--- src/biu_macros.svh ---
`ifndef BIU_MACROS_SVH
`define BIU_MACROS_SVH

//////////////////////////////
// bus widths
//////////////////////////////

// data path, bits
`define BIU_XLEN 32

// byte address, bits
`define BIU_PLEN 32

//////////////////////////////
// subsystem sizing
//////////////////////////////

`define BIU_PORTS 2        // peer request ports on the mux

`define BIU_MEM_WORDS 256  // memory depth in XLEN words

`endif

--- src/biu_pkg.sv ---
`include "biu_macros.svh"

package biu_pkg;

  //////////////////////////////
  // encodings
  //////////////////////////////

  typedef enum logic [2:0] {
    BYTE  = 3'b000,
    HWORD = 3'b001,
    WORD  = 3'b010
  } biu_size_e;

  // same order as AHB HBURST
  typedef enum logic [2:0] {
    SINGLE = 3'b000,
    INCR   = 3'b001,
    WRAP4  = 3'b010,
    INCR4  = 3'b011,
    WRAP8  = 3'b100,
    INCR8  = 3'b101,
    WRAP16 = 3'b110,
    INCR16 = 3'b111
  } biu_type_e;

  //////////////////////////////
  // request / response
  //////////////////////////////

  typedef struct packed {
    logic                 req;    // level, held until req_ack
    logic [`BIU_PLEN-1:0] adr;    // start address
    biu_size_e            size;
    biu_type_e            btype;
    logic                 we;
    logic [`BIU_XLEN-1:0] d;      // write data, byte lanes in place
  } biu_req_t;

  typedef struct packed {
    logic                 req_ack;  // one-cycle pulse
    logic                 ack;      // one per beat
    logic                 err;      // beat outside the array
    logic [`BIU_PLEN-1:0] adro;     // beat address
    logic [`BIU_XLEN-1:0] q;        // read data
  } biu_rsp_t;

  //////////////////////////////
  // burst helpers
  //////////////////////////////

  // beats minus one
  function automatic logic [3:0] biu_beats_m1(biu_type_e btype);
    case (btype)
      WRAP4, INCR4:   return 4'd3;
      WRAP8, INCR8:   return 4'd7;
      WRAP16, INCR16: return 4'd15;
      default:        return 4'd0;  // SINGLE, INCR
    endcase
  endfunction

  // word step, wraps inside beats*4 bytes for WRAPx
  function automatic logic [`BIU_PLEN-1:0] biu_next_adr(logic [`BIU_PLEN-1:0] adr,
                                                        biu_type_e btype);
    logic [`BIU_PLEN-1:0] mask;
    logic [`BIU_PLEN-1:0] inc;
    mask = (`BIU_PLEN'(biu_beats_m1(btype)) << 2) | `BIU_PLEN'(3);
    inc  = adr + `BIU_PLEN'(4);
    if (btype inside {WRAP4, WRAP8, WRAP16}) begin
      return (adr & ~mask) | (inc & mask);  // keep block, roll offset
    end
    return inc;
  endfunction

endpackage

--- src/biu_port_mux.sv ---
`include "biu_macros.svh"

module biu_port_mux import biu_pkg::*; (
  input  logic                        clk_i,
  input  logic                        rst_ni,

  // peer ports
  input  biu_req_t [`BIU_PORTS-1:0]   port_req_i,
  output biu_rsp_t [`BIU_PORTS-1:0]   port_rsp_o,

  // shared bus towards memory
  output biu_req_t                    bus_req_o,
  input  biu_rsp_t                    bus_rsp_i
);

  localparam int PW = (`BIU_PORTS > 1) ? $clog2(`BIU_PORTS) : 1;

  typedef enum logic {
    IDLE,
    BURST
  } mux_state_e;

  //////////////////////////////
  // state
  //////////////////////////////

  mux_state_e        state_q;
  logic [3:0]        burst_cnt_q;      // beats left minus one
  logic [PW-1:0]     owner_q;          // port the beats belong to

  logic              pending_req;      // any port asking
  logic [PW-1:0]     pending_port;     // current winner
  logic [3:0]        pending_cnt;      // winner's beats minus one
  logic              last_beat;        // final ack of a running burst

  //////////////////////////////
  // arbitration
  //////////////////////////////

  always_comb begin
    pending_req = 1'b0;
    for (int n = 0; n < `BIU_PORTS; n++) begin
      pending_req = pending_req | port_req_i[n].req;
    end
  end

  // lowest index from 1 up wins, port 0 is the fallback
  always_comb begin
    pending_port = '0;
    for (int n = `BIU_PORTS - 1; n > 0; n--) begin
      if (port_req_i[n].req) begin
        pending_port = PW'(n);
      end
    end
  end

  assign pending_cnt = biu_beats_m1(port_req_i[pending_port].btype);
  assign last_beat   = (state_q == BURST) & bus_rsp_i.ack & (burst_cnt_q == 4'd0);

  //////////////////////////////
  // burst controller
  //////////////////////////////

  always_ff @(posedge clk_i or negedge rst_ni) begin
    if (!rst_ni) begin
      state_q     <= IDLE;
      burst_cnt_q <= '0;
      owner_q     <= '0;
    end else begin
      case (state_q)
        IDLE: begin
          owner_q <= pending_port;  // single beat lands next cycle
          if (bus_rsp_i.req_ack && (pending_cnt != 4'd0)) begin
            state_q     <= BURST;
            burst_cnt_q <= pending_cnt;
          end
        end
        BURST: begin
          if (bus_rsp_i.ack) begin
            burst_cnt_q <= burst_cnt_q - 4'd1;
            if (burst_cnt_q == 4'd0) begin
              owner_q <= pending_port;  // hand over at the last beat
              if (bus_rsp_i.req_ack && (pending_cnt != 4'd0)) begin
                burst_cnt_q <= pending_cnt;  // back to back burst
              end else begin
                state_q <= IDLE;
              end
            end
          end
        end
        default: begin
          state_q <= IDLE;
        end
      endcase
    end
  end

  //////////////////////////////
  // request path
  //////////////////////////////

  always_comb begin
    bus_req_o = port_req_i[pending_port];  // attributes from the winner
    if (state_q == IDLE) begin
      bus_req_o.req = pending_req;
    end else begin
      bus_req_o.req = last_beat & pending_req;  // overlap next start with last beat
    end
    // memory writes each beat in its ack cycle, so data tracks the owner there
    if (bus_rsp_i.ack) begin
      bus_req_o.d = port_req_i[owner_q].d;
    end
  end

  //////////////////////////////
  // response decode
  //////////////////////////////

  always_comb begin
    for (int p = 0; p < `BIU_PORTS; p++) begin
      port_rsp_o[p].req_ack = (PW'(p) == pending_port) & bus_rsp_i.req_ack;
      port_rsp_o[p].ack     = (PW'(p) == owner_q) & bus_rsp_i.ack;
      port_rsp_o[p].err     = (PW'(p) == owner_q) & bus_rsp_i.err;
      port_rsp_o[p].adro    = bus_rsp_i.adro;  // broadcast, qualified by ack
      port_rsp_o[p].q       = bus_rsp_i.q;
    end
  end

endmodule

--- config.mk ---
export PLATFORM = sky130hd
export DESIGN_NAME = biu_port_mux
export DESIGN_NICKNAME = d
export VERILOG_FILES = /design/src/biu_pkg.sv /design/src/biu_port_mux.sv
export VERILOG_INCLUDE_DIRS = /design/src /design/src/src
export SDC_FILE = /design/constraint.sdc
export NUM_CORES = 1
export LEC_CHECK = 0
export BUFFER_PORTS_ARGS = -buffer_cell sky130_fd_sc_hd__buf_4
export CAP_MARGIN = 20
export CORE_AREA = 2 2 163 165
export DETAILED_ROUTE_END_ITERATION = 16
export DIE_AREA = 0 0 165 167
export PLACE_DENSITY = 0.34
export SLEW_MARGIN = 20
export SYNTH_ARGS = -nofsm -noshare
export SYNTH_HDL_FRONTEND = slang
export SYNTH_SLANG_ARGS = --single-unit
--- constraint.sdc ---
create_clock -name clk_i -period 4.9 [get_ports clk_i]
set_input_delay 0.98 -clock clk_i [delete_from_list [all_inputs] [get_ports clk_i]]
set_output_delay 0.98 -clock clk_i [all_outputs]
set_load 0.005 [all_outputs]
==> summary.md, run 1 <==
| Metric | Value |
|---|---|
| Status | finished, final reports clean |
| Slew at the pin with the worst max-slew slack | 628 ps |
| Post-Synthesis Cells | 255 |
| Main synth FF type | dfrtp_1 |
| Sink Count | 6 |
| Area leader, netlist | buf_4 |
| Min Clock Period, post-route | 3410 ps |
| Vias | 2,008 |
| Drt wl/cell | 12.4 um |
| Port Buffers | 226 |
| Hold-fix buffers at CTS | 0 |
| DIE WIDTH | 165 um |
| Core area | 25,800 sq um |
| Post-synth top area share | 43.6% |
| Hold/Removal Path Class | flop to flop |
| Worst-path fanout max | 48 |
| PwrDens | 194 nW/um^2 |
| Top-count cell post-synth | buf_4 |
| Final WS setup | 1490 ps |
| Largest net degree at the start of global routing | 49 |
| Max_slew headroom | 58.2% |
| Initial Util | 8.76% |
| Number of global-route vias before repair | 2,134 |
| Clock share of power | 20.1% |
| Seq/Total Area, Yosys | 6.66% |
| Syn_nets | 469 |
| Pwr Total | 0.000668 W |
| DRT Pass-1 Iters | 4 |
| Placer Congestion | 0.758 |
| Setup crit start kind | input port |
| Drc violations | 0 |
| Switch share | 31.5% |
| ANT nets after route | 0 |
| Height of the die | 167 um |
| Initial antenna violation count | 1 |
| Grt ovf | 0 |
| Clock transition at path regs | 30 ps |
| Synth cell count leaders | buf_4 (131), mux2_2 (65), dfrtp_1 (6), mux2_1 (6), nor2_1 (6) |
| Worst slack, placed | 1450 ps |
| Ports | 419 |
| Clock Tree Buf Depth | 2 |
| Leakage power | 1.61 nW |
| DR iter-0 viols | 34 |
| Worst Setup End Kind | output port |
| Layout fillers | 2,945 |
| Full die area | 27,600 sq um |
| CTS tree | yes |
| Clock Latency Late Sink | 230 ps |
| Flops & latches, synth | 6 |
| Antenna diodes | 0 |
| MaxCap Viol Count | 0 |
| Area grow syn2layout | 52.8% |
| DR vias/cell | 2.94 |
| Final Hold Fails | 0 |
| Clk_skew | 1.31 ps |
| Root Driver | clkbuf_16 |
| Req. time, crit path | 3920 ps |
| Mapped Area | 2260 sq um |
| Tcrit/Tclk final | 69.5% |
| Synth Area per Inst | 8.85 sq um |
| Int Pwr | 0.000457 W |
| Switching pwr | 0.000211 W |
| Maximum vdd drop | 0.0000724 V |
| Setup violators final | 0 |
| Postcts setup bufs | 0 |
| Layout cell share with drive strength beyond 1 | 86.2% |
| H-tree depth | 1 |
| Global-route wire length before repair | 11,400 um |
| # resized after CTS | 0 |
| Critical Path AT | 2430 ps |
| Global-route total usage across every layer | 5.50% |
| Async set or reset register ratio after synthesis | 100% |
| Max-slew violations | 0 |
| Reg power frac | 14.4% |
| Yosys Warn Count | 0 |
| Setup TNS | 0 ps |
| Site Rows | 59 |
| Post-synth EDFFs | 0 |
| WL final | 8460 um |
| Synth top area cells | buf_4 (44%), mux2_2 (32%), dfrtp_1 (6.7%) |
| RSZ-0062 raised after global routing | false |
| Max frequency | 0.294 GHz |
| Netlist cell types | 30 |
| TritonCTS Buffers | 3 |
| Critical path class | input port to output port |
| Comb power frac | 65.5% |
| # nets final | 565 |
| Post-DP HPWL | 7500 um |
==> critical path, cell delays in order <==
cell and delay [ps]:
buf_4 310, a21oi_4 180, buf_4 380, mux2_2 390
buf_4 140
==> metal layers <==
layer / track usage (%) / up-vias / wire (um)
met5: 0 / - / 13
met4: 3.25 / 2 / 341
met3: 2.44 / 42 / 1290
met2: 10.3 / 194 / 4280
met1: 4.69 / 854 / 2540
li1: - / 916 / -
==> metrics by stage <==
step	util [%]	instances	instance area [sq um]	hold WS [ps]
global route	13.4	684	3450	533
global placement	13.1	681	3370	485
CTS	13.4	684	3450	497
detailed placement	13.1	681	3370	492
floorplan	-	255	2260	462
finish	13.4	684	3450	492
==> kinds of logic after synthesis <==
| family | synth area share (%) |
|---|---|
| adder cells (fa/ha/maj) | 0.555 |
| AND/OR/NAND/NOR | 4.77 |
| flip-flops | 6.66 |
| AO/OA/AOI/OAI | 4.55 |
| XOR/XNOR | 1.55 |
| multiplexers | 36.1 |
| buffers and inverters | 45.8 |
==> cell usage in the layout, fill, tap and decap left out, drive strengths merged, types with 2 or more instances in the layout <==
master / netlist / layout
xnor2: 2 / 2
buf: 136 / 227
o31ai: 2 / 2
dfrtp: 6 / 6
and2: 3 / 3
nor2: 6 / 6
mux2: 72 / 72
inv: 5 / 5
nor3: 3 / 3
xor2: 2 / 2
a21oi: 3 / 3
nand2: 4 / 4
clkbuf: 0 / 3
==> worst paths after layout <==
path | cells after the start | slack [ps] | startpoint | end
worst max-delay path | 5 | 1490 | port_req_i[143] | bus_req_o[16]
worst min-delay path | 1 | 490 | burst_cnt_q[0] | burst_cnt_q[0]
worst max register to register | 5 | 3270 | burst_cnt_q[0] | owner_q
worst min register to register | 1 | 490 | burst_cnt_q[0] | burst_cnt_q[0]
max in group asynchronous | 1 | 4220 | rst_ni | burst_cnt_q[3]
min in group asynchronous | 1 | 560 | rst_ni | owner_q
==> sequential cells by signal, summed over array words and instances (netlist names) <==
signal       flops
burst_cnt_q      4
owner_q          1
state_q          1
==> power by group through the flow <==
| stage | clock, W | sequential (W) | combinational (W) |
|---|---|---|---|
| detailed placement | 0 | 0.0000999 | 0.000449 |
| CTS | 0.000137 | 0.0000990 | 0.000451 |
| global route | 0.000139 | 0.000102 | 0.000480 |
| global placement | 0 | 0.0000984 | 0.000445 |
| finish | 0.000134 | 0.0000964 | 0.000437 |
| floorplan | 0 | 0.0000893 | 0.000282 |
==> cell type report <==
cell class / instances / area, sq um / share of cell area [%]
Inverter: 5 / 18.8 / 0.544
Clock buffer: 3 / 75.1 / 2.18
Sequential cell: 6 / 150 / 4.36
Timing Repair Buffer: 227 / 1700 / 49.4
Tap cell: 335 / 419 / 12.2
Multi-Input combinational cell: 108 / 1080 / 31.3
Power figures use the tool's default switching activity.
==> inputs of run 2 (changes only) <==
- CORE_AREA: 2 2 163 165 -> 2 2 164 166
- DIE_AREA: 0 0 165 167 -> 0 0 166 168
- PLACE_DENSITY: 0.34 -> 0.35
- clock period: 4.9 -> 3.1 ns (I/O delays scaled with it)
==> summary.md, run 2 (synthesis results as in run 1) <==
| Metric | Value |
|---|---|
| Status | finished, final reports clean |
| Ports | 419 |
| DR vias/cell | 2.98 |
| Maximum vdd drop | 0.000123 V |
| Req. time, crit path | 2480 ps |
| DRT Pass-1 Iters | 4 |
| Global-route wire length before repair | 12,500 um |
| Max_slew headroom | 69.5% |
| Core area | 26,400 sq um |
| Layout cell share with drive strength beyond 1 | 86.3% |
| # nets final | 566 |
| Largest register FFs | 4 |
| DR iter-0 viols | 45 |
| WL final | 8740 um |
| DR top layer | met4 |
| Site Rows | 60 |
| PwrDens | 309 nW/um^2 |
| CTS tree | yes |
| Top reg by flops | burst_cnt_q |
| Area grow syn2layout | 54.6% |
| Metal-1 WL | 2320 um |
| Register-to-register setup slack | 1450 ps |
| Wire length on met2 | 4960 um |
| Setup TNS | 0 ps |
| Global-route total usage across every layer | 5.74% |
| Antenna diodes | 0 |
| Drt wl/cell | 12.6 um |
| Initial Util | 8.56% |
| Commonest non-fill, non-tap cell in the layout | buf_4 |
| Comb power frac | 65.7% |
| Clock Latency Late Sink | 230 ps |
| MaxCap Viol Count | 0 |
| RSZ-0062 raised after global routing | false |
| Height of the die | 168 um |
| Int Pwr | 0.000734 W |
| Max frequency | 0.404 GHz |
| Largest net degree at the start of global routing | 48 |
| ANT nets after route | 0 |
| Final hold slack | 186 ps |
| Clock Tree Buf Depth | 2 |
| Leakage power | 1.62 nW |
| Commonest non-fill, non-tap cells in the layout | buf_4 (226), mux2_2 (65), mux2_1 (6), nor2_1 (6), dfrtp_1 (6) |
| Port Buffers | 226 |
| Worst-path fanout max | 32 |
| Hold-fix buffers at CTS | 0 |
| Vias | 2,062 |
| Root Driver | clkbuf_16 |
| Switch share | 32.0% |
| DIE WIDTH | 166 um |
| Postcts setup bufs | 0 |
| Initial antenna violation count | 0 |
| Slew at the pin with the worst max-slew slack | 455 ps |
| Critical Path AT | 1850 ps |
| Setup violators final | 0 |
| Largest regs | burst_cnt_q x4, owner_q x1, state_q x1 |
| Switching pwr | 0.000345 W |
| Setup crit start kind | flop |
| Clock transition at path regs | 30 ps |
| Max-slew violations | 0 |
| Post-DP HPWL | 7820 um |
| Clk_skew | 3.18 ps |
| Critical path class | flop to output port |
| Hold/Removal Path Class | input port to asynchronous set/reset pin |
| Tcrit/Tclk final | 79.8% |
| Min Clock Period, post-route | 2470 ps |
| Reg power frac | 14.5% |
| # resized after CTS | 0 |
| Clock share of power | 19.8% |
| Worst Setup End Kind | output port |
| Grt ovf | 0 |
| Placer Congestion | 0.833 |
| Final Hold Fails | 0 |
| Sink Count | 6 |
| Drc violations | 0 |
| Number of global-route vias before repair | 2,343 |
| WL met3 | 1220 um |
| Full die area | 27,900 sq um |
| TritonCTS Buffers | 3 |
| H-tree depth | 1 |
==> run 2: layout make-up <==
cell class	count	area [sq um]
inverters	5	18.8
multi-input cells	108	1080
well taps	341	427
repair buffers	228	1740
clock buffers	3	75.1
flip-flops and latches	6	150
fillers	2997	22900
==> run 2: worst max-delay path, stage by stage (launching register included) <==
cell     delay, ps
dfrtp_1        450
and2_1         230
a21oi_4        140
buf_12         210
mux2_2         400
buf_4          150
==> run 2: per-stage QoR <==
step                util [%]  power [W]  std cells  instance area, sq um  setup WS (ps)
floorplan                  -   0.000587        255                  2260            973
CTS                     13.2    0.00110        691                  3490            625
global route            13.2    0.00115        691                  3490            587
finish                  13.2    0.00108        691                  3490            627
detailed placement      12.9   0.000875        688                  3410            635
global placement        12.9   0.000872        688                  3410            644
==> run 2: worst paths after layout <==
path,start,end,depth (start not counted)
setup / recovery,owner_q,bus_req_o[21],5
hold / removal,rst_ni,state_q,1
setup reg to reg,burst_cnt_q[0],owner_q,5
hold reg to reg,burst_cnt_q[0],burst_cnt_q[0],1
max in group asynchronous,rst_ni,burst_cnt_q[3],1
min in group clk_i,burst_cnt_q[0],burst_cnt_q[0],1
==> run 2: metal layers <==
layer,GRT usage [%],vias to the layer above
met4,2.16,0
met3,2.59,19
met1,4.34,897
met5,0,-
li1,-,920
met2,12.2,226
==> run 2: power groups by stage <==
stage	clock [W]	sequential [W]	combinational (W)
6_report	0.000214	0.000156	0.000709
5_1_grt	0.000219	0.000161	0.000767
4_1_cts	0.000218	0.000156	0.000723
3_5_place_dp	0	0.000156	0.000719
3_3_place_gp	0	0.000155	0.000718
2_1_floorplan	0	0.000141	0.000446
